--- config.mk ---
export PLATFORM = sky130hd
export DESIGN_NAME = autoAnim
export DESIGN_NICKNAME = d
export VERILOG_FILES = /design/src/common/lspcVideoPkg.sv /design/src/rtl/autoAnim.sv
export SDC_FILE = /design/constraint.sdc
export NUM_CORES = 1
export LEC_CHECK = 0
export ABC_CLOCK_PERIOD_IN_PS = 3100
export BUFFER_PORTS_ARGS = -buffer_cell sky130_fd_sc_hd__buf_4
export CORE_MARGIN = 2
export CORE_UTILIZATION = 30
export DETAILED_ROUTE_END_ITERATION = 10
export PLACE_DENSITY = 0.55
export SYNTH_ARGS = -nofsm -noshare
export SYNTH_HDL_FRONTEND = slang
export SYNTH_SLANG_ARGS = --single-unit
--- constraint.sdc ---
create_clock -name CLK_24M -period 3.1 [get_ports CLK_24M]
set_input_delay 0.155 -clock CLK_24M [delete_from_list [all_inputs] [get_ports CLK_24M]]
set_output_delay 0.155 -clock CLK_24M [all_outputs]
set_load 0.1 [all_outputs]
--- src/common/lspcVideoPkg.sv ---
package lspcVideoPkg;

	// Pixels per line at 6 MHz
	localparam int lineLength = 384;

	// Pixels of horizontal sync at the start of each line
	localparam int syncPixels = 28;

	// Vertical range, 264 lines per frame
	localparam logic [8:0] firstLine = 9'h0F8;
	localparam logic [8:0] lastLine = 9'h1FF;

	// Active display sits between these two lines
	localparam logic [8:0] vblankEnd = 9'h110;
	localparam logic [8:0] vblankStart = 9'h1F0;

	typedef struct packed
	{
		logic [8:0] vcount;
		logic [8:0] hcount;
		logic pixelEn;
		logic vblank;
		logic frameStart;
	} rasterStatus;

	// Bit 0 is reloadOnLoad, as in the mode register
	typedef struct packed
	{
		logic reloadOnZero;
		logic reloadOnFrame;
		logic reloadOnLoad;
	} timerMode;

endpackage

--- src/rtl/autoAnim.sv ---
`timescale 1ns/1ps

module autoAnim (
	input logic CLK_24M,
	input logic nRESET,
	input lspcVideoPkg::rasterStatus raster,
	input logic [7:0] aaSpeed,
	input logic aaDisable,
	output logic [2:0] aaCount
);

	// Frames seen since the last step
	logic [7:0] frameCnt;

	always_ff @(posedge CLK_24M)
	begin
		if (!nRESET)
		begin
			frameCnt <= 8'd0;
			aaCount <= 3'd0;
		end
		else if (raster.frameStart && !aaDisable)
		begin
			// aaSpeed 0 steps every frame
			if (frameCnt >= aaSpeed)
			begin
				frameCnt <= 8'd0;
				aaCount <= aaCount + 3'd1;
			end
			else
				frameCnt <= frameCnt + 8'd1;
		end
	end

endmodule

==> impl_results.md <==
- GRT Resource Usage Total: 0.105
- Vias per cell: 4.75
- Largest net degree at the start of global routing: 9
- Final routed DRC violation total: 0
- PwrDens: 311 nW/µm²
- Starting Density: 0.312
- Setup WS pre-CTS: 1270 ps
- DRT Pass-1 Iters: 4
- Sequential area share after synthesis: 0.288
- CTS tree: yes
- Wire length per cell: 10.7 µm
- VDD IR max: 256 µV
- Critical path's largest stage delay: 470 ps
- Syn Std Cell Area: 766 µm²
- Worst-margin pin slew: 714 ps
- # Post-CTS Setup Buffers: 0
- CORE AREA: 2450 µm²
- Post_cts resized: 0
- GP Congestion: 0.762
- CP Class: reg -> reg
- Setup crit end kind: flip-flop
- Tmin final: 1870 ps
- Std cell rows: 18
- Vias: 599
- Fin nets: 139
- Die Span Y: 54.5 µm
- DP Wirelength: 1080 µm
- Hold Crit Depth: 3
- Root buf cell: clkbuf_4
- Die outline area: 2970 µm²
- Max_slew headroom: 0.523
- Synth Area per Inst: 9.69 µm²
- Global route total overflow: 0
- Critical Path, Cell by Cell: inv_1 > ha_1 > nand2b_4 > a2111oi_4 > o31a_2 > mux2i_1
- Routed WL: 1350 µm
- DIE WIDTH: 54.5 µm
- Final Cycle Share: 0.604
- Final Non-Filler Cells: 126
- Max Freq: 0.534 GHz
- Cts bufs inserted: 3
- Syn Nets: 121
- Top-area cell type share of the netlist area: 0.288
- Max-slew violations: 0
- Clock Path Buffers: 2
- CP startpoint kind: flip-flop
- IO buf count: 14
- Max-cap violation count: 0
- FF+latch count, synth: 11
- Final Hold Vio Count: 0
- FF/Latch Area: 220 µm²
- Crit Path Max Fanout: 6
- Multi-input logic area: 508 µm²
- Register-to-Register Path Depth: 6
- Worst skew pair latency: 260 ps
- Synth area leaders: dfxtp_1, ha_1, xor2_1
- Synth Warn #: 0
- Share of layout cells above drive strength 1: 0.240
- RSZ-0062 raised after global routing: no
- # hold bufs at CTS: 0
- Post-route ant nets: 0
- Final setup TNS: 0 ps
- Worst Hold Class: in -> reg
- Synth unique cells: 26
- Fin Hold WS: 193 ps
- Area Overhead vs Synth: 21.1%
- First-pass GRT wire length: 2200 µm
- DRT iter0 DRCs: 2
- Leak Pwr: 0.461 nW
- Critical path data arrival time: 2070 ps
- Post-synth top area cell: dfxtp_1
- CP required: 3300 ps
- H-tree depth: 1
- Post-layout util: 0.378
- Fill cells: 257
- Critical-path top delay cell: a2111oi_4
- Mapped Cells: 79
- Status: finished clean
- Layout Skew: 2.21 ps
- Clock slew at reported path FFs: 70 ps
- Initial antenna violation count: 0
- Final worst slack: 1230 ps
- IO Pins: 35
- TritonCTS Sinks: 11
- ANT cells: 0
- Placed Cells incl. Taps: 122
- Final setup viols: 0
- Vias in the first global route: 543
## through the flow
step | instance area, µm² | total power, mW
floorplan | 766 | 0.178
global placement | 901 | 0.194
detailed placement | 901 | 0.194
CTS | 927 | 0.293
global route | 927 | 0.306
finish | 927 | 0.289
## synth_stat cells
| master | instances |
|---|---|
| mux2i_1 | 4 |
| a21o_1 | 1 |
| nand2b_4 | 1 |
| nand2b_1 | 2 |
| xor2_1 | 6 |
| nor2b_1 | 1 |
| and4b_1 | 1 |
| xnor2_1 | 1 |
| nand2_1 | 6 |
| nor2_1 | 9 |
| o21ai_0 | 1 |
| o21a_1 | 1 |
| o311ai_1 | 1 |
| dfxtp_1 | 11 |
| nand4_1 | 4 |
| inv_1 | 8 |
| o311ai_4 | 1 |
| and3_1 | 3 |
| a2111oi_4 | 1 |
| ha_1 | 10 |
| o31ai_1 | 1 |
| buf_4 | 1 |
| nand3_4 | 1 |
| and4_1 | 1 |
| o31ai_2 | 1 |
| o31a_2 | 1 |
## critical path: cells and delay by family, from the launching register on
kind                       cells  cell delay (ps)
adders and majority gates      1              270
DFF                            1              430
buffers and inverters          1               70
muxes                          1              180
AOI/OAI and AO/OA              2              710
and+or+nand+nor                1              150
## worst paths after layout
path	slack (ps)	start	end
setup / recovery	1230	frameCnt[0]	aaCount[1]
hold reg to reg	470	aaCount[2]	aaCount[2]
hold / removal	190	nRESET	aaCount[2]
setup reg to reg	1230	frameCnt[0]	aaCount[1]
## area by class of cell
type	count	area share
clock buffer	4	0.0283
inverter	8	0.0324
multi-input combinational	59	0.548
sequential	11	0.238
tap	30	0.0405
timing repair buffer	14	0.113
## flip-flops by register name, summed over array words and instances (netlist names)
| name | count |
|---|---|
| aaCount | 3 |
| frameCnt | 8 |
## logic make-up after synthesis
family / Yosys count / share of synthesized area
and+or+nand+nor: 29 / 0.221
xor gates and xnor gates: 7 / 0.0801
buffers and inverters: 9 / 0.0490
adders and majority gates: 10 / 0.163
DFF: 11 / 0.288
muxes: 4 / 0.0523
AOI/OAI and AO/OA: 9 / 0.147
## placed cells by master (no fill, tap or decap), types with 2 or more instances in the layout
cell,netlist,layout
nand2b_1,2,2
xor2_1,6,6
inv_1,8,8
mux2i_1,4,4
ha_1,10,10
and3_1,3,3
clkbuf_4,0,3
nand2_1,6,6
nor2_1,9,9
nand4_1,4,4
dfxtp_1,11,11
buf_4,1,14
## per-layer routing
metal,part of all wire,vias to the layer above,global-route usage
met3,0.043,2,0.0246
li1,-,314,-
met5,0,-,0
met1,0.46,275,0.123
met2,0.49,8,0.179
met4,0.0074,0,0.0500
## power by group
group	internal, mW	switching [mW]
clock	0.0497	0.0482
combinational	0.0246	0.0205
sequential	0.143	0.00274
Power figures use the tool's default switching activity.
