[config.mk]
export PLATFORM = sky130hd
export DESIGN_NAME = rasterCounter
export DESIGN_NICKNAME = d
export VERILOG_FILES = /design/src/common/lspcVideoPkg.sv /design/src/rtl/rasterCounter.sv
export SDC_FILE = /design/constraint.sdc
export NUM_CORES = 1
export LEC_CHECK = 0
export ABC_AREA = 0
export BUFFER_PORTS_ARGS = -buffer_cell sky130_fd_sc_hd__buf_2
export CORE_MARGIN = 3
export CORE_UTILIZATION = 50
export CTS_BUF_LIST = sky130_fd_sc_hd__clkbuf_16
export CTS_CLUSTER_DIAMETER = 100
export DETAILED_ROUTE_END_ITERATION = 7
export GPL_ROUTABILITY_DRIVEN = 0
export HOLD_SLACK_MARGIN = 0.08
export MAX_ROUTING_LAYER = met4
export PLACE_DENSITY = 0.74
export SLEW_MARGIN = 40
export SYNTH_ARGS = -nofsm -noshare
export SYNTH_HDL_FRONTEND = slang
export SYNTH_SLANG_ARGS = --single-unit
export TNS_END_PERCENT = 10
[constraint.sdc]
create_clock -name CLK_24M -period 3.7 [get_ports CLK_24M]
set_clock_uncertainty 0.2 [all_clocks]
set_input_delay 0.925 -clock CLK_24M [delete_from_list [all_inputs] [get_ports CLK_24M]]
set_output_delay 0.925 -clock CLK_24M [all_outputs]
set_load 0.05 [all_outputs]
[src/common/lspcVideoPkg.sv]
package lspcVideoPkg;

	// Pixels per line at 6 MHz
	localparam int lineLength = 384;

	// Pixels of horizontal sync at the start of each line
	localparam int syncPixels = 28;

	// Vertical range, 264 lines per frame
	localparam logic [8:0] firstLine = 9'h0F8;
	localparam logic [8:0] lastLine = 9'h1FF;

	// Active display sits between these two lines
	localparam logic [8:0] vblankEnd = 9'h110;
	localparam logic [8:0] vblankStart = 9'h1F0;

	typedef struct packed
	{
		logic [8:0] vcount;
		logic [8:0] hcount;
		logic pixelEn;
		logic vblank;
		logic frameStart;
	} rasterStatus;

	// Bit 0 is reloadOnLoad, as in the mode register
	typedef struct packed
	{
		logic reloadOnZero;
		logic reloadOnFrame;
		logic reloadOnLoad;
	} timerMode;

endpackage

[src/rtl/rasterCounter.sv]
`timescale 1ns/1ps

module rasterCounter (
	input logic CLK_24M,
	input logic nRESET,
	output lspcVideoPkg::rasterStatus raster,
	output logic sync
);
	import lspcVideoPkg::*;

	logic [1:0] clkDiv;
	logic [8:0] hcount;
	logic [8:0] vcount;
	logic frameStart;
	logic pixelEn;
	logic lineEnd;

	// One pixel every fourth 24 MHz cycle
	assign pixelEn = (clkDiv == 2'd3);
	assign lineEnd = pixelEn && (hcount == 9'(lineLength - 1));

	always_ff @(posedge CLK_24M)
	begin
		if (!nRESET)
		begin
			clkDiv <= 2'd0;
			hcount <= 9'd0;
			vcount <= firstLine;
			frameStart <= 1'b0;
			sync <= 1'b1;
		end
		else
		begin
			clkDiv <= clkDiv + 2'd1;
			frameStart <= 1'b0;
			if (lineEnd)
			begin
				hcount <= 9'd0;
				sync <= 1'b0;
				if (vcount == lastLine)
					vcount <= firstLine;
				else
					vcount <= vcount + 9'd1;
				// Pulse as the next line becomes vblankStart
				frameStart <= (vcount == vblankStart - 9'd1);
			end
			else if (pixelEn)
			begin
				hcount <= hcount + 9'd1;
				sync <= (hcount >= 9'(syncPixels - 1));
			end
		end
	end

	always_comb
	begin
		raster.vcount = vcount;
		raster.hcount = hcount;
		raster.pixelEn = pixelEn;
		raster.vblank = (vcount >= vblankStart) || (vcount < vblankEnd);
		raster.frameStart = frameStart;
	end

endmodule

==> results_dict.tcl <==
set metrics [dict create \
    status "complete, no violations" \
    die_w_um 53.17 \
    p_clk_frac 0.453 \
    postRouteAntennaNets 0 \
    gr-usage-all-layers 0.1935 \
    ff_latch_area_um2 440.4 \
    antenna_found_initial 0 \
    hold_start "clkDiv[0]$_SDFF_PN0_" \
    grt_pass1_vias 904 \
    synthArstFlopShare 0 \
    h-tree-depth 1 \
    final_cell_mix "23 x buf_2, 22 x dfxtp_1, 14 x nand2_1, 14 x nor2_1, 8 x nor3_1" \
    r2r-end "vcount[6]$_SDFFE_PN1N_" \
    clock_latency_ns 0.25 \
    first_pass_iters 4 \
    period_share 0.7417 \
    combPwrFrac 0.046 \
    drtIter0Drc 17 \
    path_clk_slew_ns 0.05 \
    route.detailed.drc 0 \
    ir_worst_vdd_mv 0.2651 \
    whs_ns 0.2356 \
    post_cts_buffers 0 \
    io_pins 24 \
    cp.required_ns 3.63 \
    grt_overflow 0 \
    rsz0062_at_grt "false" \
    post_layout_nonfiller_instances 174 \
    rr_startpoint "vcount[0]$_SDFFE_PN0N_" \
    grt_pass1_wl_um 3939 \
    worstMarginPinSlew_ns 0.4675 \
    vias_per_cell 5.592 \
    ys_warn_count 0 \
    holdPathEnd "clkDiv[0]$_SDFF_PN0_" \
    die-area_mm2 0.002827 \
    wl_per_cell_um 12.78 \
    synth_compound_area_frac 0.1057 \
    internal_power_uw 389.9 \
    area_growth_pct 15.97 \
    hold_depth 1 \
    yosys_most_used_dff "dfxtp_1" \
    synth_xor_area_frac 0.04724 \
    dp_hpwl_um 1620 \
    place_inst 171 \
    p_leak_nw 0.5429 \
    path_max_fanout 7 \
    rows 16 \
    worstRegToRegCells 9 \
    tns_ns 0 \
    synth_area_mm2 0.001112 \
    drive_above_1_share 0.2381 \
    ctsHoldBuffers 0 \
    yosys.cell_types.count 40 \
    crit_type "flip-flop to flip-flop" \
    cp-end-kind "flip-flop" \
    n_antenna_cell 0 \
    p_switching_uw 94.01 \
    multi_input_area_um2 606.8 \
    fin_util 0.6317 \
    power.total_uw 483.9 \
    ys_ff_latch 22 \
    post-place-ws_ns 0.9875 \
    yosys.area_share.simple 0.3093 \
    dr.max_layer_used "met4" \
    cts_tree "done" \
    cellPowerDensity_mw_per_mm2 375.1 \
    fmax_mhz 364.4 \
    cp-start-kind "flip-flop" \
    final-hold-violation-count 0 \
    drt_wl_total_um 2224 \
    synth_top_family_by_area "simple AND/OR/NAND/NOR gates" \
    fin_nets 156 \
    finalSetupViolCount 0 \
    wl_met3_um 154 \
    clock_sinks 22 \
    start_util 0.5447 \
    core-area_mm2 0.002042 \
    yosysTopAreaCell "dfxtp_1" \
    root_buffer "clkbuf_16" \
    seqPwrFrac 0.501 \
    portBuffers 23 \
    final_common_cell "buf_2" \
    maxSlewHeadroom 0.6859 \
    synth_fa_ha_area_frac 0.05624 \
    drv_cap 0 \
    min_path_type "flip-flop to flip-flop" \
    reg2reg_slack_ns 0.96 \
    netlist_instances 129 \
    die_y_um 53.17 \
    synth_top_area_frac 0.3960 \
    drv_slew 0 \
    ys_seq_area_frac 0.3960 \
    cts_buffers 3 \
    muxShareOfSynthArea 0.02700 \
    final_area_mm2 0.001290 \
    place_area_mm2 0.001215 \
    drt-met1-wl_um 965 \
    crit_start "vcount[0]$_SDFFE_PN0N_" \
    synth-edff-count 0 \
    ctsResizeCount 0 \
    arrival_ns 2.68 \
    fillers 185 \
    grt_start_max_net_pins 15 \
    fin_crit_ns 2.744 \
    ys_top_cells_by_area "dfxtp_1 40%, ha_1 5.6%, nand2_1 4.7%" \
    via_count 973 \
    syn-mean-instance-area_um2 8.623 \
    cts_buffer_depth 2 \
    swShare 0.1943 \
    wl_met2_um 1061 \
    setup_slack_ns 0.9559 \
    synth_fp_nets 136 \
]
[cells by family after synthesis]
family,after synthesis
buf+inv,12
simple gates,64
xor+xnor,6
flops,22
fa+ha+maj,5
mux,3
compound gates,17
[power by group through the flow]
stage          Clock [mW]  Combinational [mW]  Sequential, mW
2_1_floorplan           0              0.0140           0.252
3_3_place_gp            0              0.0218           0.247
3_5_place_dp            0              0.0222           0.248
4_1_cts             0.224              0.0222           0.242
5_1_grt             0.239              0.0240           0.243
6_report            0.219              0.0220           0.242
[worst max-delay path: stages (launching register included)]
cell,delay [ns]
dfxtp_1,0.34
ha_1,0.24
and3_2,0.25
nand2_1,0.11
nor2_1,0.06
ha_1,0.23
or2b_2,0.30
or4_1,0.55
a311oi_2,0.28
nor3_1,0.07
[synthesized netlist by cell type (2+ instances only)]
cell type	number
dfxtp_1	22
nand2_1	14
nor2_1	14
nor3_1	8
ha_1	5
o21ai_0	5
clkbuf_1	4
nand3_1	4
a21oi_1	3
and3_1	3
inv_1	3
mux2i_1	3
nand4_1	3
nor2b_1	3
xnor2_1	3
xor2_1	3
a21boi_0	2
and2_1	2
buf_4	2
nand2b_1	2
or3_2	2
[cell type report]
class | count | area share
well taps | 27 | 0.02619
flip-flops and latches | 22 | 0.3414
multi-input cells | 95 | 0.4704
inverters | 3 | 0.008729
repair buffers | 24 | 0.09505
clock buffers | 3 | 0.05820
[worst max-delay path by stage]
stage	cells past startpoint	to	slack, ns
after floorplan	10	vcount[6]$_SDFFE_PN1N_	0.89
after global placement	9	vcount[6]$_SDFFE_PN1N_	1.06
after detailed placement	9	vcount[6]$_SDFFE_PN1N_	0.99
after CTS	9	vcount[6]$_SDFFE_PN1N_	0.97
after global routing	9	vcount[6]$_SDFFE_PN1N_	0.82
final	9	vcount[6]$_SDFFE_PN1N_	0.96
[per-layer routing]
layer  track usage  up-vias
li1              -      485
met1        0.2310      444
met2        0.3037       37
met3       0.04789        7
met4       0.09362        0
met5             -        -
[state kept, by name, summed over array words and instances, names as in the netlist]
name,count
clkDiv,2
frameStart,1
hcount,9
sync,1
vcount,9
Power figures use the tool's default switching activity.
