[src/common/lspcVideoPkg.sv]
package lspcVideoPkg;

	// Pixels per line at 6 MHz
	localparam int lineLength = 384;

	// Pixels of horizontal sync at the start of each line
	localparam int syncPixels = 28;

	// Vertical range, 264 lines per frame
	localparam logic [8:0] firstLine = 9'h0F8;
	localparam logic [8:0] lastLine = 9'h1FF;

	// Active display sits between these two lines
	localparam logic [8:0] vblankEnd = 9'h110;
	localparam logic [8:0] vblankStart = 9'h1F0;

	typedef struct packed
	{
		logic [8:0] vcount;
		logic [8:0] hcount;
		logic pixelEn;
		logic vblank;
		logic frameStart;
	} rasterStatus;

	// Bit 0 is reloadOnLoad, as in the mode register
	typedef struct packed
	{
		logic reloadOnZero;
		logic reloadOnFrame;
		logic reloadOnLoad;
	} timerMode;

endpackage

[src/rtl/pixelTimer.sv]
`timescale 1ns/1ps

module pixelTimer (
	input logic CLK_24M,
	input logic nRESET,
	input lspcVideoPkg::rasterStatus raster,
	input logic [31:0] loadValue,
	input logic loadStrobe,
	input lspcVideoPkg::timerMode timerMode,
	input logic timerEn,
	input logic timerStop,
	output logic timerIrq
);

	logic [31:0] count;
	logic border;
	logic run;

	// Top lines 0x100-0x10F and bottom lines 0x1F0-0x1FF
	assign border = (raster.vcount[7:4] == 4'h0) || (raster.vcount[7:4] == 4'hF);

	// Counts only on the lines with vcount bit 8 set
	assign run = raster.pixelEn && raster.vcount[8] && !(timerStop && border);

	always_ff @(posedge CLK_24M)
	begin
		if (!nRESET)
		begin
			count <= 32'd0;
			timerIrq <= 1'b0;
		end
		else
		begin
			timerIrq <= 1'b0;
			if (loadStrobe && timerMode.reloadOnLoad)
				count <= loadValue;
			else if (raster.frameStart && timerMode.reloadOnFrame)
				count <= loadValue;
			else if (run)
			begin
				if (count != 32'd0)
					count <= count - 32'd1;
				else
				begin
					timerIrq <= timerEn;
					if (timerMode.reloadOnZero)
						count <= loadValue;
				end
			end
		end
	end

endmodule

[config.mk]
export PLATFORM = sky130hd
export DESIGN_NAME = pixelTimer
export DESIGN_NICKNAME = d
export VERILOG_FILES = /design/src/common/lspcVideoPkg.sv /design/src/rtl/pixelTimer.sv
export SDC_FILE = /design/constraint.sdc
export NUM_CORES = 1
export LEC_CHECK = 0
export ABC_AREA = 1
export CORE_MARGIN = 8
export CORE_UTILIZATION = 60
export CTS_CLUSTER_SIZE = 20
export DETAILED_ROUTE_END_ITERATION = 10
export DONT_BUFFER_PORTS = 1
export PLACE_DENSITY = 0.74
export SYNTH_ARGS = -nofsm -noshare
export SYNTH_HDL_FRONTEND = slang
export SYNTH_SLANG_ARGS = --single-unit
[constraint.sdc]
create_clock -name CLK_24M -period 2.1 [get_ports CLK_24M]
set_input_delay 0.42 -clock CLK_24M [delete_from_list [all_inputs] [get_ports CLK_24M]]
set_output_delay 0.42 -clock CLK_24M [all_outputs]
set_load 0.02 [all_outputs]
==> results.json, run 1 <==
{
  "dieArea_sq_um": 6618,
  "setup_slack_ns": 0.2358,
  "crit_chain": "nor2_1 -> nand2_1 -> nor2_4 -> nand2_1 -> nor2_1 -> nand3_1 -> nand2_2 -> buf_4 -> a21oi_1 -> and2_1",
  "cts_tree": "built",
  "rsz0062_at_grt": "no",
  "holdCritPathClass": "in -> reg",
  "crit_required_ns": 2.29,
  "final_common_cell": "nand2_1",
  "ys_warn_count": 0,
  "slew_viol_final": 0,
  "max_freq_ghz": 0.5364,
  "cpPeakStageDelay_ns": 0.34,
  "setup_violations": 0,
  "io_buffers": 0,
  "antenna_found_initial": 0,
  "maxCapViolations": 0,
  "h-tree-depth": 2,
  "ys_types": 30,
  "clk_latency_ns": 0.29,
  "hold_slack_ns": 0.2521,
  "finalSetupTns_ns": 0,
  "dr.pass1.iters": 4,
  "worst_pin_slew_ns": 0.3136,
  "crit_type": "reg -> reg",
  "fin_skew_ns": 0.005353,
  "area_delta_synth_final_pct": 6.445,
  "synth_area_leader_cell": "dfxtp_1",
  "initial_core_util_pct": 63.15,
  "syn_avg_cell_area_sq_um": 5.694,
  "holdBufCountCts": 0,
  "cts.root.buffer_cell": "clkbuf_8",
  "synth_top_area_share_pct": 25.78,
  "dieHeight_um": 81.35,
  "cts_resized": 0,
  "clk_transition_reported_paths_ns": 0.07,
  "grt_pass1_wl_um": 11430,
  "grt.overflow.total": 0,
  "crit_fanout": 19,
  "n_antenna_cell": 0,
  "cts_setup_buffers": 0,
  "p_leak_nw": 1.307,
  "worstPathArrival_ns": 2.06,
  "status": "finished, final reports clean",
  "grt_pass1_vias": 2504,
  "place_ws_ns": 0.2258,
  "grt_max_degree": 43,
  "post_drt_wl_per_cell_um": 13.43,
  "viasPerCell": 5.337,
  "max-slew-margin-rel_pct": 79.09,
  "synth_area_leaders": "dfxtp_1 26%, nand2_1 18%, nor2_1 16%, o21ai_0 7.8%, inv_1 6.2%",
  "powerDensity_nw_per_um2": 777.2,
  "clockBufferDepth": 2,
  "drt_iter0_markers": 199,
  "cp-start-kind": "register",
  "chipWidth_um": 81.35,
  "drt-total-wl_um": 6744,
  "vias": 2679,
  "syn_inst": 450,
  "synth-seq-cells": 33,
  "cpMaxStageDelayCell": "dfxtp_1",
  "finalNetCount": 514,
  "dp_hpwl_um": 4963,
  "grt_usage_pct": 21.48,
  "end_kind": "register",
  "post-route-period-util_pct": 88.77,
  "drive_above_1_share_pct": 6.195,
  "gp_congestion": 0.9090,
  "ios": 62,
  "coreArea_sq_um": 4058,
  "postRouteAntennaNets": 0,
  "cts_sinks": 33,
  "final_cell_mix": "123 x nand2_1, 106 x nor2_1, 42 x inv_1",
  "fin_util_pct": 67.22,
  "num_rows": 23,
  "peakVddDrop_mv": 0.5833,
  "drc": 0,
  "ys_seq_area_share_pct": 25.78,
  "synth.cell_area_sq_um": 2562,
  "synth_nets": 513,
  "numCtsBuffers": 5,
  "min_period_ns": 1.864,
  "hold_viol": 0
}
==> routing by layer <==
layer	global-route usage, %	up-vias	routed length, um
li1	-	1415	-
met1	27.63	1175	3036
met2	34.61	78	3102
met3	5.960	11	509
met4	5.000	0	96
met5	0	-	0
==> critical path, delay by kind of cell, from the launching register on <==
| kind | cells | cell delay [ns] |
|---|---|---|
| AND/OR/NAND/NOR | 8 | 1.07 |
| flip-flops | 1 | 0.34 |
| buffers and inverters | 1 | 0.26 |
| AO/OA/AOI/OAI | 1 | 0.09 |
==> cells in the mapped netlist <==
cell,count
nor2_2,4
o21ai_4,1
and2_1,1
dfxtp_1,33
nor3_1,4
xor2_1,11
buf_2,4
nor3b_1,1
clkbuf_1,3
clkbuf_2,1
o21ai_0,40
nand2_2,3
nand3_2,1
nor2_4,2
nand3_1,27
ha_1,2
a21oi_1,17
buf_4,5
nor2_1,106
inv_1,42
nor4_1,1
o21bai_1,1
nand3b_1,1
nand4_1,6
buf_6,2
inv_2,1
nand2_1,123
xnor2_1,5
o21ai_1,1
o2bb2ai_1,1
==> through the flow <==
stage	cells	area, sq um	total power [W]
6_report	502	2728	0.002120
5_1_grt	502	2728	0.002278
4_1_cts	502	2725	0.002128
3_5_place_dp	494	2609	0.001488
3_3_place_gp	494	2609	0.001472
2_1_floorplan	450	2562	0.001335
==> cell type report <==
class	instances	area (sq um)
tap	50	62.56
clock inverter	1	30.03
sequential	33	660.6
inverter	43	163.9
timing repair buffer	9	80.08
fill	424	1330
multi-input combinational	359	1644
clock buffer	7	86.33
==> registers in the layout (all words and copies together), names as in the netlist <==
signal / flops
timerIrq: 1
count: 32
==> cells by family (layout without fill, tap and decap cells) <==
family,Yosys count,in the layout,share of synthesized area (%)
xor gates and xnor gates,16,16,5.469
adders and majority gates,2,2,0.9764
AOI/OAI and AO/OA,61,61,12.60
buffers and inverters,58,60,10.06
and+or+nand+nor,280,280,45.12
DFF,33,33,25.78
==> report_power, final <==
group,total (W),internal [W],switching [W],leakage [nW]
combinational,0.000718,0.000259,0.000459,0.975
clock,0.000636,0.000387,0.000249,0.0585
sequential,0.000767,0.000693,0.0000735,0.273
total,0.00212,0.00134,0.000781,1.31
==> worst paths after layout <==
path / startpoint / to / slack [ns] / cells past startpoint
worst max-delay path: count[14]$_SDFFE_PN0P_ / count[16]$_SDFFE_PN0P_ / 0.24 / 10
worst min-delay path: nRESET / count[30]$_SDFFE_PN0P_ / 0.25 / 2
worst max register to register: count[14]$_SDFFE_PN0P_ / count[16]$_SDFFE_PN0P_ / 0.24 / 10
worst min register to register: count[17]$_SDFFE_PN0P_ / count[17]$_SDFFE_PN0P_ / 0.51 / 2
(Power assumes the default switching activity.)
==> run 2, diff against run 1 <==
--- a/config.mk
+++ b/config.mk
@@ -6,6 +6,7 @@
 export NUM_CORES = 1
 export LEC_CHECK = 0
 export ABC_AREA = 1
+export CORE_ASPECT_RATIO = 1.2
 export CORE_MARGIN = 8
 export CORE_UTILIZATION = 60
 export CTS_CLUSTER_SIZE = 20
==> results.json, run 2 (synthesis results as in run 1) <==
{
  "chipWidth_um": 75.66,
  "gp_congestion": 0.9015,
  "largest_reg_flops": 32,
  "postRouteAntennaNets": 0,
  "viasPerCell": 5.330,
  "maxCapViolations": 0,
  "reg.largest.list": "count x32, timerIrq x1",
  "drive_above_1_share_pct": 6.222,
  "holdBufCountCts": 0,
  "rrSetupSlack_ns": 0.28,
  "max_freq_ghz": 0.5480,
  "crit_fanout": 21,
  "fillers": 449,
  "p_leak_nw": 1.294,
  "grt_max_degree": 36,
  "ios": 62,
  "worstRegToRegCells": 10,
  "cts_sinks": 33,
  "status": "finished, final reports clean",
  "cts_tree": "built",
  "area_delta_synth_final_pct": 5.664,
  "h-tree-depth": 2,
  "numCtsBuffers": 5,
  "post_drt_wl_per_cell_um": 13.03,
  "final_cell_mix": "123 x nand2_1, 105 x nor2_1, 42 x inv_1",
  "peakVddDrop_mv": 0.5505,
  "drc": 0,
  "finalNetCount": 512,
  "r2r-end": "count[16]$_SDFFE_PN0P_",
  "grt_pass1_wl_um": 11620,
  "grt_pass1_vias": 2643,
  "hold_slack_ns": 0.2515,
  "coreArea_sq_um": 4197,
  "initial_core_util_pct": 61.06,
  "crit_type": "reg -> reg",
  "final_common_cell": "nand2_1",
  "min_period_ns": 1.825,
  "num_rows": 26,
  "place_ws_ns": 0.1740,
  "setup_slack_ns": 0.2751,
  "dieHeight_um": 87.59,
  "antenna_found_initial": 0,
  "drt_iter0_markers": 182,
  "n_antenna_cell": 0,
  "post-route-period-util_pct": 86.90,
  "rsz0062_at_grt": "no",
  "hold_viol": 0,
  "vias": 2697,
  "dp_hpwl_um": 4886,
  "hold_path.startpoint": "nRESET",
  "clockBufferDepth": 2,
  "powerDensity_nw_per_um2": 743.0,
  "io_buffers": 0,
  "layout.area.seq_sq_um": 660.6,
  "worst_pin_slew_ns": 0.3191,
  "fin_skew_ns": 0.005938,
  "grt.overflow.total": 0,
  "multiInputGateArea_sq_um": 1647,
  "end_kind": "register",
  "holdCritPathClass": "in -> reg",
  "max-slew-margin-rel_pct": 78.73,
  "crit_required_ns": 2.28,
  "min_to": "count[30]$_SDFFE_PN0P_",
  "regMostFlops": "count",
  "dr.pass1.iters": 4,
  "grt_usage_pct": 22.17,
  "clk_latency_ns": 0.29,
  "clk_transition_reported_paths_ns": 0.07,
  "cp-start-kind": "register",
  "reg2reg_from": "count[12]$_SDFFE_PN0P_",
  "finalSetupTns_ns": 0,
  "cts.root.buffer_cell": "clkbuf_8",
  "worstPathArrival_ns": 2.00,
  "p_total_w": 0.002012,
  "fin_util_pct": 64.52,
  "setup_violations": 0,
  "dieArea_sq_um": 6627,
  "drt-total-wl_um": 6594,
  "slew_viol_final": 0,
  "whs_path_depth": 2
}
run 2: layer usage:
| layer | GRT usage [%] | part of all wire (%) | vias to the layer above |
|---|---|---|---|
| met5 | 0 | 0 | - |
| li1 | - | - | 1410 |
| met2 | 39.02 | 50 | 51 |
| met4 | 7.005 | 1.9 | 0 |
| met3 | 4.926 | 4.0 | 13 |
| met1 | 25.43 | 45 | 1223 |
run 2: worst max path at each step:
| stage | start | end | cells after the start |
|---|---|---|---|
| detailed placement | count[14]$_SDFFE_PN0P_ | count[23]$_SDFFE_PN0P_ | 10 |
| finish | count[12]$_SDFFE_PN0P_ | count[16]$_SDFFE_PN0P_ | 10 |
| floorplan | count[0]$_SDFFE_PN0P_ | count[16]$_SDFFE_PN0P_ | 11 |
| global route | count[12]$_SDFFE_PN0P_ | count[22]$_SDFFE_PN0P_ | 10 |
| CTS | count[14]$_SDFFE_PN0P_ | count[23]$_SDFFE_PN0P_ | 10 |
| global placement | count[14]$_SDFFE_PN0P_ | count[10]$_SDFFE_PN0P_ | 10 |
run 2: what timing repair did:
item / in CTS / in global routing
buffers inserted: 0 / 0
setup endpoints to repair: 0 / 10
resized for setup: 0 / 4
run 2: cell type report:
type	count	area share (%)
inverter	43	6.054
clock buffer	7	3.558
timing repair buffer	7	2.403
multi-input combinational	359	60.81
sequential	33	24.40
clock inverter	1	0.1848
tap	56	2.588
run 2: power breakdown:
| group | internal (W) | leakage (nW) | switching, W | total [W] |
|---|---|---|---|---|
| sequential | 0.000693 | 0.273 | 0.0000720 | 0.000765 |
| clock | 0.000296 | 0.0542 | 0.000243 | 0.000539 |
| combinational | 0.000251 | 0.966 | 0.000456 | 0.000708 |
| total | 0.00124 | 1.29 | 0.000771 | 0.00201 |
run 2: stage by stage:
stage | std cells | area [sq um]
finish | 506 | 2708
CTS | 506 | 2703
detailed placement | 498 | 2601
global route | 506 | 2708
floorplan | 450 | 2562
global placement | 498 | 2601
run 2: worst max-delay path, cell delays in order (launching register included):
cell and delay [ns]:
dfxtp_1 0.34, nor2_1 0.24, nand2_1 0.16, nor2_4 0.13
nand2_2 0.10, nor2_1 0.14, nor2_1 0.05, buf_4 0.20
o21ai_1 0.15, nand2_1 0.06, and2_1 0.14
==> run 3, diff against run 2 <==
--- a/config.mk
+++ b/config.mk
@@ -13,6 +13,7 @@
 export DETAILED_ROUTE_END_ITERATION = 10
 export DONT_BUFFER_PORTS = 1
 export PLACE_DENSITY = 0.74
+export REMOVE_ABC_BUFFERS = 1
 export SYNTH_ARGS = -nofsm -noshare
 export SYNTH_HDL_FRONTEND = slang
 export SYNTH_SLANG_ARGS = --single-unit
==> results.json, run 3 (synthesis results as in run 1) <==
{
  "p_total_w": 0.001959,
  "worstPathArrival_ns": 2.08,
  "p_int_w": 0.001166,
  "p_leak_nw": 1.278,
  "wl_met2_um": 3383,
  "clockBufferDepth": 2,
  "cpMaxStageDelayCell": "dfxtp_1",
  "finalSetupTns_ns": 0,
  "setup_violations": 0,
  "drt-total-wl_um": 6718,
  "dr.pass1.iters": 4,
  "layout.cells.non_filler": 506,
  "maxCapViolations": 0,
  "dieArea_sq_um": 6627,
  "grt_max_degree": 36,
  "crit_top_cell": "nor2_1",
  "grt_usage_pct": 21.48,
  "rsz0062_at_grt": "no",
  "grt.overflow.total": 0,
  "io_buffers": 0,
  "worst_pin_slew_ns": 0.3782,
  "status": "finished, final reports clean",
  "grt_pass1_wl_um": 11320,
  "cts_sinks": 33,
  "num_rows": 26,
  "antenna_found_initial": 0,
  "chipWidth_um": 75.66,
  "slew_viol_final": 0,
  "wl_met3_um": 385,
  "final_common_cell": "nand2_1",
  "whs_path_depth": 2,
  "ios": 62,
  "drive_above_1_share_pct": 6.000,
  "p_clk_share_pct": 25.3,
  "vias": 2645,
  "swShare_pct": 40.48,
  "h-tree-depth": 2,
  "cpPeakStageDelay_ns": 0.36,
  "powerDensity_nw_per_um2": 731.8,
  "dp_hpwl_um": 4867,
  "holdCritPathClass": "in -> reg",
  "worstRegToRegCells": 10,
  "coreArea_sq_um": 4197,
  "p_sw_w": 0.0007931,
  "numCtsBuffers": 5,
  "min_period_ns": 1.882,
  "drt_iter0_markers": 166,
  "max-slew-margin-rel_pct": 74.76,
  "reg.largest.list": "count x32, timerIrq x1",
  "clk_latency_ns": 0.29,
  "crit_chain": "nor2_1 -> nand2_1 -> nor2_1 -> nand2_1 -> nor2_1 -> nand3_1 -> nand2_2 -> buf_4 -> a21oi_1 -> and2_1",
  "seqPwrFrac_pct": 39.1,
  "crit_required_ns": 2.29,
  "initial_core_util_pct": 61.06,
  "largest_reg_flops": 32,
  "cts_tree": "built",
  "hold_viol": 0,
  "final_cell_mix": "123 x nand2_1, 106 x nor2_1, 42 x inv_1",
  "crit_type": "reg -> reg",
  "grt_pass1_vias": 2514,
  "n_antenna_cell": 0,
  "crit_fanout": 17,
  "fin_skew_ns": 0.003898,
  "area_delta_synth_final_pct": 4.492,
  "max_freq_ghz": 0.5313,
  "finalNetCount": 512,
  "fillers": 444,
  "post_drt_wl_per_cell_um": 13.28,
  "fin_util_pct": 63.80,
  "drc": 0,
  "post-route-period-util_pct": 89.63,
  "cts.root.buffer_cell": "clkbuf_8",
  "maxUsedRoutingLayer": "met4",
  "end_kind": "register",
  "placed_cells": 498,
  "wl_met1_um": 2903,
  "dieHeight_um": 87.59,
  "clk_transition_reported_paths_ns": 0.08,
  "combPwrFrac_pct": 35.6,
  "cp-start-kind": "register",
  "postRouteAntennaNets": 0,
  "regMostFlops": "count",
  "peakVddDrop_mv": 0.4802,
  "viasPerCell": 5.227,
  "gp_congestion": 0.8918
}
[run 3: cell count changes in the layout (fill, tap and decap cells not counted), sizes merged]
cell,previous run,this run
clkinvlp,0,1
clkbuf,7,5
clkinv,1,2
[run 3: cell type report]
cell class                      instances  area, sq um  share of cell area [%]
Clock buffer                            5        68.82                   2.570
Multi-Input combinational cell        359         1644                   61.40
Sequential cell                        33        660.6                   24.67
Timing Repair Buffer                    7        52.55                   1.963
Tap cell                               56        70.07                   2.617
Inverter                               43        163.9                   6.121
Clock inverter                          3        17.52                  0.6542
[run 3: power by group through the flow]
stage	logic (W)	clock network [W]	registers, W
6_report	0.000698	0.000495	0.000767
5_1_grt	0.000803	0.000529	0.000776
4_1_cts	0.000693	0.000502	0.000765
3_5_place_dp	0.000688	0	0.000779
3_3_place_gp	0.000679	0	0.000778
2_1_floorplan	0.000545	0	0.000759
[run 3: final timing paths]
kind	from	endpoint	slack, ns
max reg2reg	count[6]$_SDFFE_PN0P_	count[16]$_SDFFE_PN0P_	0.22
max	count[6]$_SDFFE_PN0P_	count[16]$_SDFFE_PN0P_	0.22
min reg2reg	count[17]$_SDFFE_PN0P_	count[17]$_SDFFE_PN0P_	0.51
min	nRESET	count[26]$_SDFFE_PN0P_	0.24
[run 3: routing by layer]
metal | vias to the layer above | track usage, %
met1 | 1169 | 24.93
met4 | 0 | 4.553
met2 | 58 | 38.47
met5 | - | 0
met3 | 6 | 4.811
li1 | 1412 | -
[run 3: through the flow]
stage	cell area (sq um)	worst slack, ns	hold WS, ns
after CTS	2675	0.1968	0.2368
after detailed placement	2589	0.2101	0.4997
final	2678	0.2177	0.2359
after global placement	2589	0.2234	0.4924
after global routing	2678	0.04741	0.2472
after floorplan	2466	0.1192	0.4714
[run 3: critical path, delay by kind of cell (launching register included)]
kind	cells	cell delay, ns
and+or+nand+nor	8	1.10
DFF	1	0.36
buffers and inverters	1	0.24
AOI/OAI and AO/OA	1	0.09
[run 3: timing repair]
action                                  CTS  global route
gates resized for setup                   0             4
endpoints found under the setup margin    0             3
hold buffers                              0             0
buffers inserted                          0             0
