File: config.mk
export PLATFORM = sky130hd
export DESIGN_NAME = lspcControl
export DESIGN_NICKNAME = d
export VERILOG_FILES = /design/src/common/lspcVideoPkg.sv /design/src/common/lspcCpuPkg.sv /design/src/lspcControl/lspcControl.sv
export SDC_FILE = /design/constraint.sdc
export NUM_CORES = 1
export LEC_CHECK = 0
export ABC_AREA = 0
export BUFFER_PORTS_ARGS = -buffer_cell sky130_fd_sc_hd__buf_4
export CAP_MARGIN = 10
export CELL_PAD_IN_SITES_DETAIL_PLACEMENT = 0
export CELL_PAD_IN_SITES_GLOBAL_PLACEMENT = 1
export CORE_MARGIN = 2
export CORE_UTILIZATION = 42
export DETAILED_ROUTE_END_ITERATION = 16
export PLACE_DENSITY_LB_ADDON = 0.1
export REMOVE_ABC_BUFFERS = 1
export SLEW_MARGIN = 20
export SYNTH_ARGS = -nofsm -noshare
export SYNTH_HDL_FRONTEND = slang
export SYNTH_SLANG_ARGS = --single-unit
File: constraint.sdc
create_clock -name CLK_24M -period 6.8 [get_ports CLK_24M]
set_clock_uncertainty 0.2 [all_clocks]
set_input_delay 1.02 -clock CLK_24M [delete_from_list [all_inputs] [get_ports CLK_24M]]
set_output_delay 1.02 -clock CLK_24M [all_outputs]
set_load 0.01 [all_outputs]
File: src/common/lspcVideoPkg.sv
package lspcVideoPkg;

	// Pixels per line at 6 MHz
	localparam int lineLength = 384;

	// Pixels of horizontal sync at the start of each line
	localparam int syncPixels = 28;

	// Vertical range, 264 lines per frame
	localparam logic [8:0] firstLine = 9'h0F8;
	localparam logic [8:0] lastLine = 9'h1FF;

	// Active display sits between these two lines
	localparam logic [8:0] vblankEnd = 9'h110;
	localparam logic [8:0] vblankStart = 9'h1F0;

	typedef struct packed
	{
		logic [8:0] vcount;
		logic [8:0] hcount;
		logic pixelEn;
		logic vblank;
		logic frameStart;
	} rasterStatus;

	// Bit 0 is reloadOnLoad, as in the mode register
	typedef struct packed
	{
		logic reloadOnZero;
		logic reloadOnFrame;
		logic reloadOnLoad;
	} timerMode;

endpackage

File: src/common/lspcCpuPkg.sv
package lspcCpuPkg;

	// Register window, one index per CPU word address
	localparam logic [2:0] regVramAddr = 3'd0;
	localparam logic [2:0] regVramData = 3'd1;
	localparam logic [2:0] regVramMod = 3'd2;
	localparam logic [2:0] regMode = 3'd3;
	localparam logic [2:0] regTimerHigh = 3'd4;
	localparam logic [2:0] regTimerLow = 3'd5;
	localparam logic [2:0] regIrqAck = 3'd6;
	localparam logic [2:0] regTimerStop = 3'd7;

	// Zone bit selects the upper VRAM area
	typedef struct packed
	{
		logic zone;
		logic [14:0] addr;
	} vramPtrView;

	typedef struct packed
	{
		logic [7:0] aaSpeed;
		logic [2:0] timerMode;
		logic timerEn;
		logic aaDisable;
		logic [2:0] unused;
	} modeView;

	// Same bus word, decoded by register index
	typedef union packed
	{
		logic [15:0] raw;
		vramPtrView vramPtr;
		modeView modeWrite;
	} regWord;

	// Payload of one VRAM transaction
	typedef struct packed
	{
		logic write;
		logic [15:0] addr;
		logic [15:0] data;
	} vramReq;

endpackage

File: src/lspcControl/lspcControl.sv
`timescale 1ns/1ps

module lspcControl #(
	parameter bit palMode = 1'b1
) (
	input logic CLK_24M,
	input logic nRESET,
	input logic [2:0] cpuAddr,
	input lspcCpuPkg::regWord cpuDataIn,
	input logic cpuWr,
	input logic cpuRd,
	input lspcVideoPkg::rasterStatus raster,
	input logic timerIrq,
	input logic [2:0] aaCount,
	input logic ack,
	input logic [15:0] rdData,
	output logic [15:0] cpuDataOut,
	output logic ipl0,
	output logic ipl1,
	output logic req,
	output lspcCpuPkg::vramReq vramReq,
	output logic [31:0] loadValue,
	output logic loadStrobe,
	output lspcVideoPkg::timerMode timerMode,
	output logic timerEn,
	output logic timerStop,
	output logic [7:0] aaSpeed,
	output logic aaDisable
);
	import lspcCpuPkg::*;

	vramPtrView vramPtr;
	logic [15:0] vramMod;
	logic [15:0] readBuf;
	logic busy;
	logic vramStart;
	logic stopReg;
	// Pending flags: coldboot, timer, VBL
	logic [2:0] irqFlags;
	logic [2:0] irqClear;

	assign vramStart = cpuWr && !busy && (cpuAddr == regVramAddr || cpuAddr == regVramData);
	assign irqClear = (cpuWr && cpuAddr == regIrqAck) ? cpuDataIn.raw[2:0] : 3'b000;

	// Border stop only exists on PAL
	assign timerStop = stopReg & palMode;

	always_ff @(posedge CLK_24M)
	begin
		if (!nRESET)
		begin
			req <= 1'b0;
			busy <= 1'b0;
			irqFlags <= 3'b100;
			loadStrobe <= 1'b0;
			timerMode <= '0;
			timerEn <= 1'b0;
			stopReg <= 1'b0;
			aaSpeed <= 8'h00;
			aaDisable <= 1'b0;
		end
		else
		begin
			loadStrobe <= 1'b0;
			// New events win over an ack in the same cycle
			irqFlags <= (irqFlags & ~irqClear) | {1'b0, timerIrq, raster.frameStart};

			// Four-phase master: drop req on ack, free up once ack is low again
			if (req && ack)
				req <= 1'b0;
			else if (busy && !req && !ack)
				busy <= 1'b0;

			if (vramStart)
			begin
				req <= 1'b1;
				busy <= 1'b1;
			end

			if (cpuWr)
			begin
				case (cpuAddr)
					regMode:
					begin
						aaSpeed <= cpuDataIn.modeWrite.aaSpeed;
						timerMode <= cpuDataIn.modeWrite.timerMode;
						timerEn <= cpuDataIn.modeWrite.timerEn;
						aaDisable <= cpuDataIn.modeWrite.aaDisable;
					end
					regTimerLow: loadStrobe <= 1'b1;
					regTimerStop: stopReg <= cpuDataIn.raw[0];
					default: ;
				endcase
			end
		end
	end

	// Pointer, buffers and read data
	always_ff @(posedge CLK_24M)
	begin
		if (req && ack && !vramReq.write)
			readBuf <= rdData;

		if (cpuWr)
		begin
			case (cpuAddr)
				regVramAddr:
				begin
					// Setting the pointer fetches that word
					if (!busy)
					begin
						vramPtr <= cpuDataIn.vramPtr;
						vramReq.write <= 1'b0;
						vramReq.addr <= cpuDataIn.raw;
						vramReq.data <= 16'h0000;
					end
				end
				regVramData:
				begin
					if (!busy)
					begin
						vramReq.write <= 1'b1;
						vramReq.addr <= vramPtr;
						vramReq.data <= cpuDataIn.raw;
						vramPtr.addr <= vramPtr.addr + vramMod[14:0];
					end
				end
				regVramMod: vramMod <= cpuDataIn.raw;
				regTimerHigh: loadValue[31:16] <= cpuDataIn.raw;
				regTimerLow: loadValue[15:0] <= cpuDataIn.raw;
				default: ;
			endcase
		end

		if (cpuRd)
		begin
			case (cpuAddr)
				regVramAddr, regVramData: cpuDataOut <= readBuf;
				regVramMod: cpuDataOut <= vramMod;
				regMode: cpuDataOut <= {raster.vcount, 3'b000, palMode, aaCount};
				default: cpuDataOut <= 16'h0000;
			endcase
		end
	end

	// Coldboot over timer over VBL, pins active low
	always_comb
	begin
		if (irqFlags[2])
			{ipl1, ipl0} = 2'b00;
		else if (irqFlags[1])
			{ipl1, ipl0} = 2'b01;
		else if (irqFlags[0])
			{ipl1, ipl0} = 2'b10;
		else
			{ipl1, ipl0} = 2'b11;
	end

endmodule

==> results of run 1 <==
-- cell type report --
type / instances / area (um^2) / area share
repair buffers: 156 / 1171 / 0.1467
clock inverters: 7 / 65.06 / 0.008150
inverters: 6 / 22.52 / 0.002821
clock buffers: 25 / 506.7 / 0.06348
flip-flops and latches: 149 / 4274 / 0.5354
well taps: 184 / 230.2 / 0.02884
multi-input cells: 286 / 1713 / 0.2146
-- cell usage in the layout (no fill, tap or decap), types with 2 or more instances in the layout --
cell type and instances:
a21boi_0 13, mux2i_1 13, nand2_1 92, o21a_1 5, clkbuf_8 3, clkinv_2 2, inv_1 5, clkbuf_1 4
and2_1 17, o211ai_1 3, clkbuf_16 18, nor3_2 2, xor2_1 6, inv_4 4, buf_4 156, a21oi_1 17
o21ai_0 16, nand4_1 2, a211oi_1 14, ha_1 14, nand2b_1 4, nor2_1 26, edfxtp_1 129, o31ai_1 2
o21ai_1 3, dfxtp_1 20, nor2b_1 13, xnor2_1 7
-- how the worst max path moves through the flow --
stage,to,depth (start not counted)
3_3_place_gp,vramPtr[14],6
4_1_cts,vramPtr[14],6
5_1_grt,vramPtr[14],6
3_5_place_dp,vramPtr[14],6
2_1_floorplan,vramPtr[0],2
6_report,vramPtr[14],6
-- routing by layer --
layer	wire, um	global-route usage	vias to the layer above
met1	6510	0.2454	1931
met5	0	0	-
met3	1028	0.07131	17
met2	6018	0.2658	134
met4	215	0.06345	0
li1	-	-	1969
-- worst min-delay path, cell delays in order, from the launching register on --
cell	delay [ps]
dfxtp_1	310
nand2_1	40
a21boi_0	60
-- metrics by stage --
step           instance area (um^2)  cells  utilization  hold slack (ps)
6_report                       7983    813       0.5556            262.4
5_1_grt                        7983    813       0.5556            301.7
4_1_cts                        7983    813       0.5556            265.6
3_5_place_dp                   7411    781       0.5158            257.2
3_3_place_gp                   7411    781       0.5158            251.2
2_1_floorplan                  5995    441            -            235.2
-- power breakdown --
group / total [mW] / leakage [nW] / switching, mW / internal, mW
Clock: 0.903 / 0.288 / 0.349 / 0.554
Combinational: 0.167 / 1.50 / 0.0913 / 0.0752
Sequential: 1.04 / 1.34 / 0.0112 / 1.03
Total: 2.11 / 3.13 / 0.452 / 1.66
-- sequential cells by signal (all words and copies together), names as in the netlist --
| signal | count |
|---|---|
| vramReq | 33 |
| loadValue | 32 |
| cpuDataOut | 16 |
| readBuf | 16 |
| vramMod | 16 |
| vramPtr | 16 |
| aaSpeed | 8 |
| irqFlags | 3 |
| timerMode | 3 |
| aaDisable | 1 |
| busy | 1 |
| loadStrobe | 1 |
| req | 1 |
| timerEn | 1 |
| timerStop | 1 |
-- logic make-up after synthesis --
| kind of cell | synth area share |
|---|---|
| AOI/OAI and AO/OA | 0.08404 |
| xor gates and xnor gates | 0.01870 |
| adders and majority gates | 0.03205 |
| buffers and inverters | 0.01931 |
| DFF | 0.7019 |
| muxes | 0.02137 |
| and+or+nand+nor | 0.1227 |
==> run_results.csv, run 1 <==
group,metric,value,unit
worst_setup_path,cp_top_family,"simple AND/OR/NAND/NOR gates",
floorplan,die_w,124.4,um
routing,via_per_inst,4.983,
cells_and_area,fill_cells,1233,
cells_and_area,layout.nets,696,
worst_setup_path,r2r-start,"vramPtr[0]",
hold_path,min_from,"aaSpeed[1]",
timing,tns,0,ps
routing,drc,0,
cells_and_area,areaGrowthSynthToFinish,31.09,%
clock_network,cts_resized,0,
pwr,ir_worst_vdd,160.3,uV
synthesis,syn_area,6090,um^2
routing,firstDrtPassIters,4,
hold_path,holdPathEnd,"aaSpeed[1]",
timing,fin_crit_sh,0.4489,
run_status,outcome,"finished, final reports clean",
worst_setup_path,critPathBufInv,2,
placement,io_buffer_count,152,
clock_network,clock_latency,420,ps
hold_path,hold_class,"reg -> reg",
clock_network,cts_inserted_buffers,17,
synthesis,synth_area_leaders,"edfxtp_1, dfxtp_1, nand2_1",
hold_path,hold_depth,2,
routing,drt_wl_total,13770,um
clock_network,cts_sinks,149,
floorplan,die_h,124.4,um
pwr,power,2.108,mW
synthesis,netlist_instances,460,
routing,vias,4051,
placement,dpl_worst_slack,3086,ps
job,cap_violations,0,
worst_setup_path,r2r_setup_slack,4220,ps
pwr,p_leak,3.132,nW
clock_network,cts_tree,"yes",
timing,period_minus_slack,3052,ps
clock_network,htreeDepth,4,
floorplan,initial_core_util,0.4238,
grt,grt_pass1_vias,4024,
worst_setup_path,crit_path_end_kind,"register",
worst_setup_path,critPathKind,"in -> reg",
cells_and_area,drive_gt1_frac,0.3021,
worst_setup_path,crit_required,6880,ps
clock_network,cts_hold_buf,0,
floorplan,rows,44,
timing,fmax,0.3276,GHz
clock_network,postCtsSetupBuffers,0,
synthesis,yosys.area.top_type,"edfxtp_1",
timing,finalMaxSlewViolations,0,
synthesis,synth-edff-count,129,
synthesis,yosys-top-cells-count,"edfxtp_1, nand2_1, nor2_1",
worst_setup_path,cp_slowest_cell,"or3b_2",
timing,max_slew_margin,0.3748,
routing,detail_route.wl_per_cell,16.94,um
grt,grt_usage,0.1811,
worst_setup_path,rr_worst_depth,9,
cells_and_area,n_antenna_cell,0,
synthesis,synth_cell_type_count,42,
clock_network,cts.clk_slew.worst_paths,60,ps
synthesis,seq_area_frac_synth,0.7019,
placement,gp_congestion,0.8176,
timing,rsz0062_at_grt,"false",
synthesis,netlist.area_leader.share,0.6361,
floorplan,ios,164,
synthesis,syn_area_per_cell,13.24,um^2
routing,drtAntennaViolNets,0,
worst_setup_path,cp-startpoint,"cpuAddr[0]",
grt,grt_max_degree,40,
routing,drtIter0Drc,224,
pwr,power_density,264.0,nW/um^2
synthesis,async_reset_ff_frac,0,
grt,antenna_found_initial,0,
clock_network,clk_path_buf_depth,2,
worst_setup_path,r2r_end,"vramPtr[12]",
worst_setup_path,cp_slowest_stage_delay,780,ps
clock_network,root_buffer,"clkbuf_16",
timing,hold_viol,0,
synthesis,ys.flop_type,"edfxtp_1",
grt,grt-ovfl-total,0,
timing,worstMarginPinSlew,933.8,ps
timing,setup_viol,0,
worst_setup_path,cp_cell_sequence,"buf_4 > or3b_2 > inv_2 > nand2_1 > a211oi_1 > nand3b_1",
placement,dpl.hpwl,9420,um
synthesis,ys_seq_elements,149,
worst_setup_path,startpoint_type,"input pin",
worst_setup_path,cp.arrival,3130,ps
grt,grt_pass1_wl,21610,um
worst_setup_path,path_max_fanout,34,
synthesis,yosys_warnings,0,
floorplan,dieArea,15480,um^2
timing,layout_setup_ws,3748,ps
floorplan,core_area,14370,um^2
synthesis,synth_most_common_cell,"edfxtp_1",
(Power assumes the default switching activity.)
==> run 2: changes to the inputs <==
Settings changed: CORE_UTILIZATION 42 to 38.
Clock period 6.8 ns to 2.5 ns, I/O delays scaled along.
==> run 2 against run 1 <==
  * Largest cell class unchanged
  * Worst setup slack lost 3600 ps
  * Global-route usage fell by 0.36 points
  * Combinational power grew to 3.1 times the previous value
  * Non-clock buffer count grew 47
==> run_results.csv, run 2 (same netlist as run 1, synthesis figures left out) <==
group,metric,value,unit
run_status,outcome,"finished, final reports clean",
floorplan,core_area,15770,um^2
pwr,power,5.787,mW
cells_and_area,fill_cells,1379,
cells_and_area,multi_input_area,1762,um^2
cells_and_area,drive_gt1_frac,0.3107,
cells_and_area,largest_reg_flops,33,
routing,drtAntennaViolNets,0,
grt,grt_usage,0.1776,
worst_setup_path,cp.arrival,2330,ps
cells_and_area,final_common_cell,"buf_4",
routing,detail_route.wl_per_cell,16.65,um
worst_setup_path,cp_slowest_cell,"edfxtp_1",
worst_setup_path,path_max_fanout,3,
cells_and_area,areaGrowthSynthToFinish,39.88,%
worst_setup_path,cp_slowest_stage_delay,360,ps
timing,hold_viol,0,
clock_network,cts_inserted_buffers,17,
clock_network,cts_sinks,149,
clock_network,htreeDepth,4,
worst_setup_path,startpoint_type,"register",
placement,dp.cells,826,
cells_and_area,regArea,4274,um^2
routing,via_per_inst,4.683,
routing,drtIter0Drc,260,
clock_network,cts.clk_slew.worst_paths,70,ps
cells_and_area,layout.nets,743,
floorplan,die_h,130.6,um
worst_setup_path,critPathBufInv,1,
routing,vias,4177,
worst_setup_path,cp_top_family,"compound AO/OA/AOI/OAI gates",
cells_and_area,reg.largest.list,"vramReq: 33 flops, loadValue: 32 flops",
grt,antenna_found_initial,0,
clock_network,clock_latency,410,ps
timing,period_minus_slack,2376,ps
worst_setup_path,cp_cell_sequence,"ha_1 > inv_1 > fa_2 > nand2b_4 > a21oi_4 > o2111ai_4 > a31oi_2 > xnor2_1 > o21ai_1",
grt,grt_pass1_vias,4191,
grt,grt-ovfl-total,0,
pwr,power_density,679.4,nW/um^2
floorplan,ios,164,
cells_and_area,n_antenna_cell,0,
floorplan,rows,46,
cells_and_area,final_cell_mix,"buf_4, edfxtp_1, nand2_1, dlygate4sd3_1, nor2_1",
timing,setup_viol,0,
grt,grt_pass1_wl,22350,um
placement,gp_congestion,0.8319,
job,cap_violations,0,
timing,whs,44.97,ps
routing,drt_wl_total,14860,um
floorplan,initial_core_util,0.3861,
worst_setup_path,crit_path_end_kind,"register",
worst_setup_path,r2r_setup_slack,120,ps
timing,fmax,0.4208,GHz
clock_network,postCtsSetupBuffers,0,
placement,dpl.hpwl,10270,um
timing,finalMaxSlewViolations,0,
timing,max_slew_margin,0.6738,
worst_setup_path,crit_required,2450,ps
clock_network,root_buffer,"clkbuf_16",
routing,firstDrtPassIters,5,
placement,io_buffer_count,152,
pwr,p_leak,3.345,nW
clock_network,cts_tree,"yes",
cells_and_area,final_cells,892,
timing,worstMarginPinSlew,489.3,ps
clock_network,clk_path_buf_depth,2,
timing,fin_crit_sh,0.9505,
pwr,ir_worst_vdd,441.4,uV
floorplan,die_w,130.6,um
worst_setup_path,critPathKind,"reg -> reg",
floorplan,dieArea,17050,um^2
cells_and_area,top_register,"vramReq",
hold_path,hold_class,"in -> reg",
routing,drc,0,
grt,grt_max_degree,36,
## run 2: cell types whose count changed in the layout (fill, tap and decap cells not counted), sizes merged
| cell | previous run | this run |
|---|---|---|
| buf | 156 | 169 |
| bufinv | 1 | 0 |
| clkbuf | 25 | 22 |
| dlygate4sd3 | 0 | 34 |
| inv | 10 | 14 |
## run 2: final timing paths
check            endpoint         start  cells after the start
max           vramPtr[12]    vramMod[0]                      9
min           irqFlags[2]        nRESET                      2
max reg2reg   vramPtr[12]    vramMod[0]                      9
min reg2reg  timerMode[1]  timerMode[1]                      2
## run 2: repair_timing
action / 4_1_cts / 5_1_grt
hold buffers: 33 / 1
pin swaps: 0 / 3
gates resized for setup: 2 / 6
endpoints found under the setup margin: 1 / 5
endpoints found under the hold margin: 62 / 1
gates cloned: 0 / 0
## run 2: metrics by stage
stage	util	TNS [ps]	instance area, um^2	setup WS [ps]
floorplan	-	-105350	5995	-2110
global placement	0.4795	0	7561	29.48
detailed placement	0.4795	-41.42	7561	-41.42
CTS	0.5371	0	8469	35.13
global route	0.5401	-10.91	8518	-10.91
finish	0.5401	0	8518	123.7
## run 2: area by class of cell
cell class | count | share of cell area
sequential | 149 | 0.5018
inverter | 6 | 0.002644
multi-input combinational | 286 | 0.2068
timing repair buffer | 203 | 0.1904
clock inverter | 10 | 0.009694
tap | 216 | 0.03173
clock buffer | 22 | 0.05699
## run 2: layer usage
| metal | track usage | vias up | part of all wire |
|---|---|---|---|
| li1 | - | 2070 | - |
| met1 | 0.2431 | 1948 | 0.47 |
| met2 | 0.2656 | 151 | 0.45 |
| met3 | 0.06433 | 8 | 0.075 |
| met4 | 0.05569 | 0 | 0.0061 |
| met5 | 0 | - | 0 |
## run 2: where the power goes
part	switching, mW	internal (mW)
clock	1.04	1.41
sequential	0.0305	2.79
combinational	0.269	0.254
total	1.33	4.45
==> run 3: changes to the inputs <==
Settings changed: GPL_ROUTABILITY_DRIVEN from default to 0, PLACE_DENSITY from default to 0.84, PLACE_DENSITY_LB_ADDON 0.1 to default.
==> run 3 against run 2 <==
  * Flip-flop and latch count is the same
  * Fmax decreased by 0.81%
  * Count of clock-buffer cells in the layout did not move
  * Largest cell class unchanged
  * Highest routed layer unchanged
==> run_results.csv, run 3 (same netlist as run 1, synthesis figures left out) <==
group,metric,value,unit
run_status,outcome,"finished, final reports clean",
pwr,ir_worst_vdd,510.5,uV
routing,firstDrtPassIters,6,
worst_setup_path,rr_worst_depth,7,
cells_and_area,final_cell_mix,"buf_4, edfxtp_1, nand2_1, dlygate4sd3_1, nor2_1",
cells_and_area,layout.nets,741,
floorplan,die_w,130.6,um
worst_setup_path,critPathKind,"reg -> reg",
worst_setup_path,startpoint_type,"register",
floorplan,ios,164,
job,cap_violations,0,
grt,grt-ovfl-total,0,
worst_setup_path,r2r_setup_slack,100,ps
clock_network,cts_tree,"yes",
worst_setup_path,cp_slowest_stage_delay,420,ps
worst_setup_path,cp_top_family,"compound AO/OA/AOI/OAI gates",
floorplan,initial_core_util,0.3861,
routing,drc,0,
cells_and_area,final_cells,890,
hold_path,hold_depth,1,
grt,grt_max_degree,37,
cells_and_area,largest_reg_flops,33,
worst_setup_path,cp_cell_sequence,"ha_1 > nand4_1 > nor2_1 > o311ai_0 > o211ai_1 > xnor2_1 > o21ai_1",
worst_setup_path,r2r-start,"vramMod[9]",
floorplan,core_area,15770,um^2
hold_path,min_from,"cpuDataIn[15]",
placement,dpl_worst_slack,-19.01,ps
routing,drtIter0Drc,225,
timing,fin_crit_sh,0.9583,
clock_network,cts_sinks,149,
cells_and_area,stdcell_area,8621,um^2
timing,worstMarginPinSlew,391.2,ps
routing,vias,4303,
clock_network,cts_inserted_buffers,17,
routing,drtAntennaViolNets,0,
cells_and_area,n_antenna_cell,0,
routing,via_per_inst,4.835,
floorplan,die_h,130.6,um
hold_path,hold_class,"in -> reg",
floorplan,dieArea,17050,um^2
timing,layout_setup_ws,104.2,ps
pwr,power_density,705.4,nW/um^2
timing,fmax,0.4174,GHz
clock_network,htreeDepth,4,
worst_setup_path,r2r_end,"vramPtr[13]",
clock_network,cts.clk_slew.worst_paths,60,ps
timing,period_minus_slack,2396,ps
placement,dpl-instance-area,7586,um^2
timing,setup_viol,0,
cells_and_area,top_register,"vramReq",
hold_path,holdPathEnd,"vramPtr[15]",
timing,finalMaxSlewViolations,0,
worst_setup_path,crit_required,2450,ps
placement,dp.cells,824,
cells_and_area,final_common_cell,"buf_4",
pwr,power,6.081,mW
floorplan,rows,46,
timing,tns,0,ps
grt,grt_pass1_wl,22140,um
grt,grt_usage,0.1743,
worst_setup_path,crit_path_end_kind,"register",
grt,grt_pass1_vias,4350,
worst_setup_path,critPathBufInv,0,
worst_setup_path,path_max_fanout,5,
placement,io_buffer_count,152,
cells_and_area,areaGrowthSynthToFinish,41.57,%
clock_network,clock_latency,410,ps
clock_network,root_buffer,"clkbuf_16",
clock_network,clk_path_buf_depth,2,
worst_setup_path,cp.arrival,2350,ps
pwr,p_leak,3.368,nW
cells_and_area,reg.largest.list,"vramReq: 33 flops, loadValue: 32 flops",
cells_and_area,drive_gt1_frac,0.3086,
timing,max_slew_margin,0.7359,
grt,antenna_found_initial,0,
worst_setup_path,cp_slowest_cell,"edfxtp_1",
routing,detail_route.wl_per_cell,16.54,um
timing,hold_viol,0,
routing,drt_wl_total,14720,um
placement,dpl.hpwl,10220,um
[run 3: cell types whose count changed in the layout (fill, tap and decap cells not counted), sizes merged]
cell         delta
inv             -8
clkinv          +2
clkinvlp        +1
bufinv          +5
dlygate4sd3     -1
buf             -1
[run 3: through the flow]
| step | hold slack (ps) | utilization |
|---|---|---|
| after floorplan | 235.2 | - |
| after global placement | 251.5 | 0.4810 |
| after detailed placement | 259.3 | 0.4810 |
| after CTS | 4.481 | 0.5428 |
| after global routing | 2.505 | 0.5467 |
| final | 18.45 | 0.5467 |
[run 3: area by class of cell]
type | count | area (um^2)
Fill cell | 1355 | 7149
Timing Repair Buffer | 201 | 1642
Multi-Input combinational cell | 286 | 1778
Clock buffer | 22 | 454.2
Clock inverter | 10 | 180.2
Sequential cell | 149 | 4274
Inverter | 6 | 22.52
Tap cell | 216 | 270.3
[run 3: how the worst max path moves through the flow]
stage          startpoint     endpoint  depth (start not counted)
2_1_floorplan  cpuAddr[1]   vramPtr[0]                          2
3_3_place_gp   vramPtr[0]  vramPtr[12]                          9
3_5_place_dp   vramMod[0]  vramPtr[12]                          9
4_1_cts        vramMod[0]  vramPtr[12]                          9
5_1_grt        vramPtr[3]  vramPtr[13]                          7
6_report       vramMod[9]  vramPtr[13]                          7
[run 3: per-layer routing]
metal	routed length [um]	vias up	GRT usage
li1	-	2071	-
met4	182	0	0.06383
met2	7411	137	0.2950
met3	960	17	0.04845
met5	0	-	0
met1	6161	2078	0.2146
[run 3: where the power goes]
group,switching (mW),internal (mW),leakage [nW],total [mW]
logic,0.268,0.257,1.72,0.525
clock network,0.939,1.79,0.306,2.73
registers,0.0313,2.79,1.34,2.82
total,1.24,4.84,3.37,6.08
[run 3: repair_timing]
action,CTS,global route
setup buffers,0,1
gates resized for setup,2,9
hold buffers,33,0
endpoints found under the setup margin,1,6
hold endpoints to repair,63,0
pin swaps,0,3
